[src/mmu_defs.svh]
// Size definitions for the MMU, built for a single configuration
// Include this wherever an address, page or TLB width is needed
`ifndef MMU_DEFS_SVH
`define MMU_DEFS_SVH

// ==================================================
// Address and page geometry
// ==================================================
`define MMU_VA_BITS     32
`define MMU_PAGE_BITS   12
`define MMU_INDEX_BITS  10
`define MMU_VPN_BITS    (`MMU_VA_BITS - `MMU_PAGE_BITS)

// ==================================================
// TLB geometry
// ==================================================
`define MMU_TLB_BITS    4
`define MMU_TLB_ENTRIES (1 << `MMU_TLB_BITS)
`define MMU_TAG_BITS    (`MMU_VPN_BITS - `MMU_TLB_BITS)
`define MMU_ASID_BITS   8

`endif

[src/mmu_pkg.sv]
// Shared types for the MMU: page table entries, TLB entries and FSM states
// Referenced by scoped name from the TLB and the walker
`default_nettype none

`include "mmu_defs.svh"

package mmu_pkg;

	// One memory word; directory entries share this layout and ignore w
	typedef struct packed {
		logic [`MMU_VPN_BITS-1:0] ppn;
		logic [`MMU_VA_BITS-`MMU_VPN_BITS-3:0] rsvd;
		logic w;
		logic v;
	} pte_t;

	typedef struct packed {
		logic v;
		logic [`MMU_ASID_BITS-1:0] asid;
		logic [`MMU_TAG_BITS-1:0] tag;
		logic [`MMU_VPN_BITS-1:0] ppn;
		logic w;
	} tlb_entry_t;

	typedef enum logic [1:0] {tlb_idle, tlb_check, tlb_wait_fill} tlb_state_t;

	typedef enum logic [2:0] {
		walk_idle, walk_read_dir, walk_wait_dir,
		walk_read_leaf, walk_wait_leaf, walk_done
	} walk_state_t;

endpackage

`default_nettype wire

[src/walk_if.sv]
// Miss and refill path between the TLB and the page table walker
// The TLB raises a miss; the walker answers with exactly one fill or fault
`timescale 1ns/1ps
`default_nettype none

`include "mmu_defs.svh"

interface walk_if;

	// Miss is a single-cycle pulse, miss_vpn stays put until the answer
	logic miss;
	logic [`MMU_VPN_BITS-1:0] miss_vpn;

	// Fill and fault are single-cycle pulses
	logic fill;
	logic [`MMU_VPN_BITS-1:0] fill_ppn;
	logic fill_w;
	logic fault;

	modport tlb (output miss, miss_vpn, input fill, fill_ppn, fill_w, fault);
	modport walker (input miss, miss_vpn, output fill, fill_ppn, fill_w, fault);

endinterface

`default_nettype wire
[src/mmu_top.sv]
// MMU top level: the TLB and the page table walker on plain ports
// The memory port serves the walker's page table reads only
`timescale 1ns/1ps
`default_nettype none

`include "mmu_defs.svh"

module mmu_top (
	input wire clk,
	input wire rst,
	input wire flush,
	input wire [`MMU_VA_BITS-1:0] ptbr,
	input wire vadr_v,
	input wire [`MMU_VA_BITS-1:0] vadr,
	input wire store,
	input wire [`MMU_ASID_BITS-1:0] asid,
	output logic [`MMU_VA_BITS-1:0] padr,
	output logic padr_v,
	output logic page_fault,
	output logic busy,
	output logic mem_req,
	output logic [`MMU_VA_BITS-1:0] mem_adr,
	input wire [31:0] mem_rdata,
	input wire mem_ack
);

	walk_if walk_bus ();

	tlb tlb_inst (
		.clk(clk),
		.rst(rst),
		.flush(flush),
		.vadr_v(vadr_v),
		.vadr(vadr),
		.store(store),
		.asid(asid),
		.padr(padr),
		.padr_v(padr_v),
		.page_fault(page_fault),
		.busy(busy),
		.walk(walk_bus.tlb)
	);

	page_table_walker walker_inst (
		.clk(clk),
		.rst(rst),
		.ptbr(ptbr),
		.mem_rdata(mem_rdata),
		.mem_ack(mem_ack),
		.mem_req(mem_req),
		.mem_adr(mem_adr),
		.walk(walk_bus.walker)
	);

endmodule

`default_nettype wire

[src/page_table_walker.sv]
// Two-level hardware page table walker
// Reads the directory entry and then the leaf entry, and answers each miss
// with a fill or a fault
`timescale 1ns/1ps
`default_nettype none

`include "mmu_defs.svh"

module page_table_walker (
	input wire clk,
	input wire rst,
	input wire [`MMU_VA_BITS-1:0] ptbr,
	input wire mmu_pkg::pte_t mem_rdata,
	input wire mem_ack,
	output logic mem_req,
	output logic [`MMU_VA_BITS-1:0] mem_adr,
	walk_if.walker walk
);

	mmu_pkg::walk_state_t state;

	// Last entry read, directory or leaf
	mmu_pkg::pte_t pte_q;

	logic [`MMU_VA_BITS-1:0] dir_ofs;
	logic [`MMU_VA_BITS-1:0] leaf_ofs;
	logic [`MMU_VA_BITS-1:0] leaf_base;

	// Word offsets into each table from the two halves of the page number
	assign dir_ofs = {{(`MMU_VA_BITS - `MMU_INDEX_BITS - 2){1'b0}},
		walk.miss_vpn[`MMU_VPN_BITS-1:`MMU_INDEX_BITS], 2'b00};
	assign leaf_ofs = {{(`MMU_VA_BITS - `MMU_INDEX_BITS - 2){1'b0}},
		walk.miss_vpn[`MMU_INDEX_BITS-1:0], 2'b00};

	// The directory entry names the page holding the leaf table
	assign leaf_base = {pte_q.ppn, {`MMU_PAGE_BITS{1'b0}}};

	assign walk.fill_ppn = pte_q.ppn;
	assign walk.fill_w = pte_q.w;

	// ==================================================
	// Address and entry capture
	// ==================================================
	always_ff @(posedge clk) begin
		case (state)
		mmu_pkg::walk_read_dir: mem_adr <= ptbr + dir_ofs;
		mmu_pkg::walk_read_leaf: mem_adr <= leaf_base + leaf_ofs;
		mmu_pkg::walk_wait_dir,
		mmu_pkg::walk_wait_leaf: begin
			if (mem_ack)
				pte_q <= mem_rdata;
		end
		default: ;
		endcase
	end

	// ==================================================
	// Walk FSM
	// ==================================================
	always_ff @(posedge clk) begin
		if (rst) begin
			state <= mmu_pkg::walk_idle;
			mem_req <= 1'b0;
			walk.fill <= 1'b0;
			walk.fault <= 1'b0;
		end else begin
			walk.fill <= 1'b0;
			walk.fault <= 1'b0;
			case (state)
			mmu_pkg::walk_idle: begin
				if (walk.miss)
					state <= mmu_pkg::walk_read_dir;
			end
			mmu_pkg::walk_read_dir: begin
				mem_req <= 1'b1;
				state <= mmu_pkg::walk_wait_dir;
			end
			mmu_pkg::walk_wait_dir: begin
				// An invalid directory entry skips the leaf read
				if (mem_ack) begin
					mem_req <= 1'b0;
					if (mem_rdata.v)
						state <= mmu_pkg::walk_read_leaf;
					else
						state <= mmu_pkg::walk_done;
				end
			end
			mmu_pkg::walk_read_leaf: begin
				mem_req <= 1'b1;
				state <= mmu_pkg::walk_wait_leaf;
			end
			mmu_pkg::walk_wait_leaf: begin
				if (mem_ack) begin
					mem_req <= 1'b0;
					state <= mmu_pkg::walk_done;
				end
			end
			mmu_pkg::walk_done: begin
				// pte_q is a valid leaf or whichever entry ended the walk
				if (pte_q.v)
					walk.fill <= 1'b1;
				else
					walk.fault <= 1'b1;
				state <= mmu_pkg::walk_idle;
			end
			default: state <= mmu_pkg::walk_idle;
			endcase
		end
	end

endmodule

`default_nettype wire

[src/tlb.sv]
// Direct-mapped TLB with ASID tags, write permission check and flush
// Misses go out over walk_if and the held request is checked again after a fill
`timescale 1ns/1ps
`default_nettype none

`include "mmu_defs.svh"

module tlb (
	input wire clk,
	input wire rst,
	input wire flush,
	input wire vadr_v,
	input wire [`MMU_VA_BITS-1:0] vadr,
	input wire store,
	input wire [`MMU_ASID_BITS-1:0] asid,
	output logic [`MMU_VA_BITS-1:0] padr,
	output logic padr_v,
	output logic page_fault,
	output logic busy,
	walk_if.tlb walk
);

	mmu_pkg::tlb_state_t state;
	mmu_pkg::tlb_entry_t tlb_mem [`MMU_TLB_ENTRIES];
	mmu_pkg::tlb_entry_t entry;

	logic [`MMU_VPN_BITS-1:0] req_vpn;
	logic [`MMU_PAGE_BITS-1:0] req_ofs;
	logic [`MMU_ASID_BITS-1:0] req_asid;
	logic req_store;
	logic [`MMU_TLB_BITS-1:0] idx;
	logic [`MMU_TAG_BITS-1:0] tag;
	logic accept;
	logic hit;

	// A new request is taken only when idle and not presenting a result
	assign accept = (state == mmu_pkg::tlb_idle) && vadr_v && !padr_v && !page_fault;
	assign busy = (state != mmu_pkg::tlb_idle);

	assign idx = req_vpn[`MMU_TLB_BITS-1:0];
	assign tag = req_vpn[`MMU_VPN_BITS-1:`MMU_TLB_BITS];
	assign entry = tlb_mem[idx];
	assign hit = entry.v && (entry.tag == tag) && (entry.asid == req_asid);

	assign walk.miss_vpn = req_vpn;

	// ==================================================
	// Request and result payload
	// ==================================================
	always_ff @(posedge clk) begin
		if (accept) begin
			req_vpn <= vadr[`MMU_VA_BITS-1:`MMU_PAGE_BITS];
			req_ofs <= vadr[`MMU_PAGE_BITS-1:0];
			req_asid <= asid;
			req_store <= store;
		end
		if (state == mmu_pkg::tlb_check && hit)
			padr <= {entry.ppn, req_ofs};
	end

	// ==================================================
	// FSM and entry array
	// ==================================================
	always_ff @(posedge clk) begin
		if (rst) begin
			state <= mmu_pkg::tlb_idle;
			padr_v <= 1'b0;
			page_fault <= 1'b0;
			walk.miss <= 1'b0;
			for (int i = 0; i < `MMU_TLB_ENTRIES; i++)
				tlb_mem[i].v <= 1'b0;
		end else begin
			padr_v <= 1'b0;
			page_fault <= 1'b0;
			walk.miss <= 1'b0;
			case (state)
			mmu_pkg::tlb_idle: begin
				if (flush)
					for (int i = 0; i < `MMU_TLB_ENTRIES; i++)
						tlb_mem[i].v <= 1'b0;
				if (accept)
					state <= mmu_pkg::tlb_check;
			end
			mmu_pkg::tlb_check: begin
				if (hit) begin
					// Stores need the w bit of the leaf entry
					if (req_store && !entry.w)
						page_fault <= 1'b1;
					else
						padr_v <= 1'b1;
					state <= mmu_pkg::tlb_idle;
				end else begin
					walk.miss <= 1'b1;
					state <= mmu_pkg::tlb_wait_fill;
				end
			end
			mmu_pkg::tlb_wait_fill: begin
				if (walk.fill) begin
					tlb_mem[idx] <= '{v: 1'b1, asid: req_asid, tag: tag,
						ppn: walk.fill_ppn, w: walk.fill_w};
					state <= mmu_pkg::tlb_check;
				end else if (walk.fault) begin
					page_fault <= 1'b1;
					state <= mmu_pkg::tlb_idle;
				end
			end
			default: state <= mmu_pkg::tlb_idle;
			endcase
		end
	end

endmodule

`default_nettype wire

[config.mk]
export PLATFORM = sky130hd
export DESIGN_NAME = mmu_top
export DESIGN_NICKNAME = d
export VERILOG_FILES = /design/src/mmu_pkg.sv /design/src/walk_if.sv /design/src/mmu_top.sv /design/src/page_table_walker.sv /design/src/tlb.sv
export VERILOG_INCLUDE_DIRS = /design/src /design/src/src
export SDC_FILE = /design/constraint.sdc
export NUM_CORES = 1
export LEC_CHECK = 0
export ABC_AREA = 1
export BUFFER_PORTS_ARGS = -buffer_cell sky130_fd_sc_hd__buf_4
export CORE_UTILIZATION = 56
export CTS_BUF_LIST = sky130_fd_sc_hd__clkbuf_4 sky130_fd_sc_hd__clkbuf_8
export CTS_CLUSTER_DIAMETER = 50
export DETAILED_ROUTE_END_ITERATION = 16
export PLACE_DENSITY = 0.71
export SYNTH_ARGS = -nofsm -noshare
export SYNTH_HDL_FRONTEND = slang
export SYNTH_SLANG_ARGS = --single-unit
export TNS_END_PERCENT = 5
[constraint.sdc]
create_clock -name clk -period 5.6 [get_ports clk]
set_input_delay 0.28 -clock clk [delete_from_list [all_inputs] [get_ports clk]]
set_output_delay 0.28 -clock clk [all_outputs]
set_load 0.01 [all_outputs]
==> out/metrics.cfg <==
[synthesis]
postSynthAreaPerCell_um2 = 12.0
yosysMostFrequentCell = edfxtp_1
yosys.area.top_type = edfxtp_1
syn_inst = 3000
synth_top_area_share_pct = 70.8
ys_seq_elements = 878
yosys.cell_types.count = 44
synth_edf_count = 847
synth_common_cells = edfxtp_1 (847), nand2_1 (621), nor2_1 (351)
synthTopCellsByArea = edfxtp_1 (71%), nand2_1 (6.5%), nand3_1 (3.8%)
ys_seq_area_share_pct = 72.5
yosys_most_used_dff = edfxtp_1
async_reset_ff_share_pct = 0
synth_area_mm2 = 0.0359
syn-num-nets = 3125
ys_warn_count = 0

[power_and_ir_drop]
pwr-share-clk_pct = 31.4
power_density_mw_per_mm2 = 424
p_switching_mw = 5.75
p_sw_share_pct = 32.6
ir_worst_vdd_v = 0.000258
combPwrFrac_pct = 22.8
p_seq_share_pct = 45.9
p_int_mw = 11.9
p_leak_nw = 15.4

[placement]
io_buffers = 167
routabilityCongestion = 0.874
dp_hpwl_um = 51600

[sta]
finalSetupTns_ns = 0
clock_skew_ns = 0.0425
rsz0062_at_grt = no
finalCritPeriodShare_pct = 73.0
fin_crit_ns = 4.09
hold_viol = 0
worstMarginPinSlew_ns = 1.22
timing.final.max_slew_violations = 0
setup_violations = 0
fmax_mhz = 245
maxSlewHeadroom_pct = 18.3

[grt]
grt_use_total_pct = 29.3
grt_antenna_before_repair = 1
grt_pass1_wl_um = 140000
grt_pass1_vias = 24300
grt_max_degree = 208
grt_overflow_total = 0

[finish]
area_growth_pct = 16.0
fillerInstances = 4577
fin_util_pct = 66.0
finalNetCount = 3413
drive_gt1_share_pct = 14.4

[critical_path]
reg2reg_depth = 14
crit_required_ns = 6.04
critPathMaxFanout = 207
startpoint_type = flip-flop
arrival_ns = 4.53
endpoint_kind = flip-flop
critPathKind = flip-flop to flip-flop

[outcome]
status = complete, no violations

[floorplan]
core_area_mm2 = 0.0632
start_util_pct = 56.8
ios = 178
dieHeight_um = 255
dieWidth_um = 255
rows = 92
dieArea_mm2 = 0.0652

[drt]
drcViolationCount = 0
drt-total-wl_um = 94500
drt-initial-drc-count = 2663
firstDrtPassIters = 6
vias_per_cell = 5.77
wl_per_cell_um = 22.2
drtAntennaViolNets = 0
num_vias = 24600

[clock_tree]
insertion_delay_ns = 0.82
cts_resized = 0
htreeDepth = 4
post-cts-setup-buffers = 0
cts_root_buf = clkbuf_8
cts_tree = yes
cts.sinks = 878
clk_pin_slew_ns = 0.06
cts_buffers = 143
cts_buffer_depth = 3

[flow_run]
drv_cap = 0

[hold_path]
hold_path_depth = 4
min_path_type = input port to flip-flop

-- flip-flops by register name (all words and copies together), names as in the netlist, named ones only --
name,cells
tlb_inst.tlb_mem,736
tlb_inst.padr,32
walker_inst.mem_adr,32
tlb_inst.walk.miss_vpn,20
walker_inst.walk.fill_ppn,20
tlb_inst.req_ofs,12
tlb_inst.req_asid,8
walker_inst.state,3
tlb_inst.state,2
tlb_inst.padr_v,1
tlb_inst.page_fault,1
tlb_inst.req_store,1
tlb_inst.walk.miss,1
walker_inst.mem_req,1
walker_inst.pte_q,1
walker_inst.walk.fault,1
walker_inst.walk.fill,1
walker_inst.walk.fill_w,1
-- routing by layer --
| layer | global-route usage, % | vias to the layer above | part of all wire [%] | wire, um |
|---|---|---|---|---|
| met4 | 14.2 | 2 | 3.6 | 3440 |
| li1 | - | 11200 | - | - |
| met2 | 48.9 | 1178 | 50 | 47100 |
| met5 | 0 | - | 0.0095 | 9 |
| met1 | 37.2 | 12000 | 39 | 36400 |
| met3 | 4.95 | 206 | 8.0 | 7580 |
-- area by class of cell --
class | count | area (um2) | area share [%]
Clock inverter | 55 | 394 | 0.945
Timing Repair Buffer | 302 | 2520 | 6.04
Multi-Input combinational cell | 1750 | 8370 | 20.1
Inverter | 213 | 816 | 1.96
Tap cell | 846 | 1060 | 2.54
Antenna cell | 1 | 2.50 | 0.00600
Clock buffer | 207 | 2470 | 5.92
Sequential cell | 878 | 26100 | 62.5
-- kinds of logic after synthesis --
logic type / share of synthesized area, %
AND/OR/NAND/NOR: 14.6
AO/OA/AOI/OAI: 7.41
XOR/XNOR: 0.366
flip-flops: 72.5
adder cells (fa/ha/maj): 0.543
buffers and inverters: 4.58
multiplexers: 0.0313
-- per-stage QoR --
step | setup WS [ns] | instance area, um2 | hold slack (ns) | instances | total power, mW
2_1_floorplan | 0.929 | 35900 | 0.379 | 3000 | 10.9
3_3_place_gp | 1.72 | 37900 | 0.400 | 3899 | 12.0
3_5_place_dp | 1.61 | 37900 | 0.405 | 3899 | 12.1
4_1_cts | 1.61 | 41700 | 0.0151 | 4251 | 17.7
5_1_grt | 1.30 | 41700 | 0.0428 | 4251 | 18.4
6_report | 1.51 | 41700 | 0.0575 | 4252 | 17.7
-- layout by cell type (no fill, tap or decap), drive strengths merged, types with 2 or more instances in the layout --
cell	count
o221ai	60
nand4	10
edfxtp	847
nor2	351
inv	222
nor3	10
or2	4
dfxtp	31
clkbuf	207
clkinv	39
nand2	621
ha	14
o22ai	33
nand3	272
bufinv	3
a21oi	24
o211ai	50
clkinvlp	4
dlygate4sd3	90
a31o	10
xor2	6
nor4	3
a31oi	2
nand3b	5
buf	212
xnor2	9
and3	2
a21o	3
o21bai	3
o21ai	252
-- final timing paths --
path	from	end	slack, ns
setup / recovery	flip-flop	tlb_inst.padr[27]$_DFFE_PP_	1.51
hold / removal	ptbr[20]	walker_inst.mem_adr[20]$_DFFE_PP_	0.06
setup reg to reg	flip-flop	tlb_inst.padr[27]$_DFFE_PP_	1.51
hold reg to reg	tlb_inst.req_ofs[9]$_DFFE_PP_	tlb_inst.padr[9]$_DFFE_PP_	0.42
-- critical path, stage by stage (launching register included) --
cell and delay (ns):
dfxtp_4 0.76, buf_12 0.61, nand2_1 0.15, nand2_1 0.12, nand2_1 0.07, nand3_1 0.13, nand3_1 0.10, nand3_1 0.11
nand2_1 0.16, nor2_1 0.13, nand4_1 0.10, nor3_1 0.16, nand3_1 0.15, inv_2 0.07, buf_4 0.53
-- power by group through the flow --
stage	registers, mW	logic, mW	clock network [mW]
2_1_floorplan	8.02	2.84	0
3_3_place_gp	8.21	3.79	0
3_5_place_dp	8.23	3.90	0
4_1_cts	8.10	3.98	5.59
5_1_grt	8.14	4.41	5.86
6_report	8.11	4.02	5.54
-- timing repair --
item,in CTS,in global routing
hold buffers,90,0
endpoints found under the hold margin,104,0
endpoints found under the setup margin,0,0
Note: power is estimated with default switching activity, not from simulation.
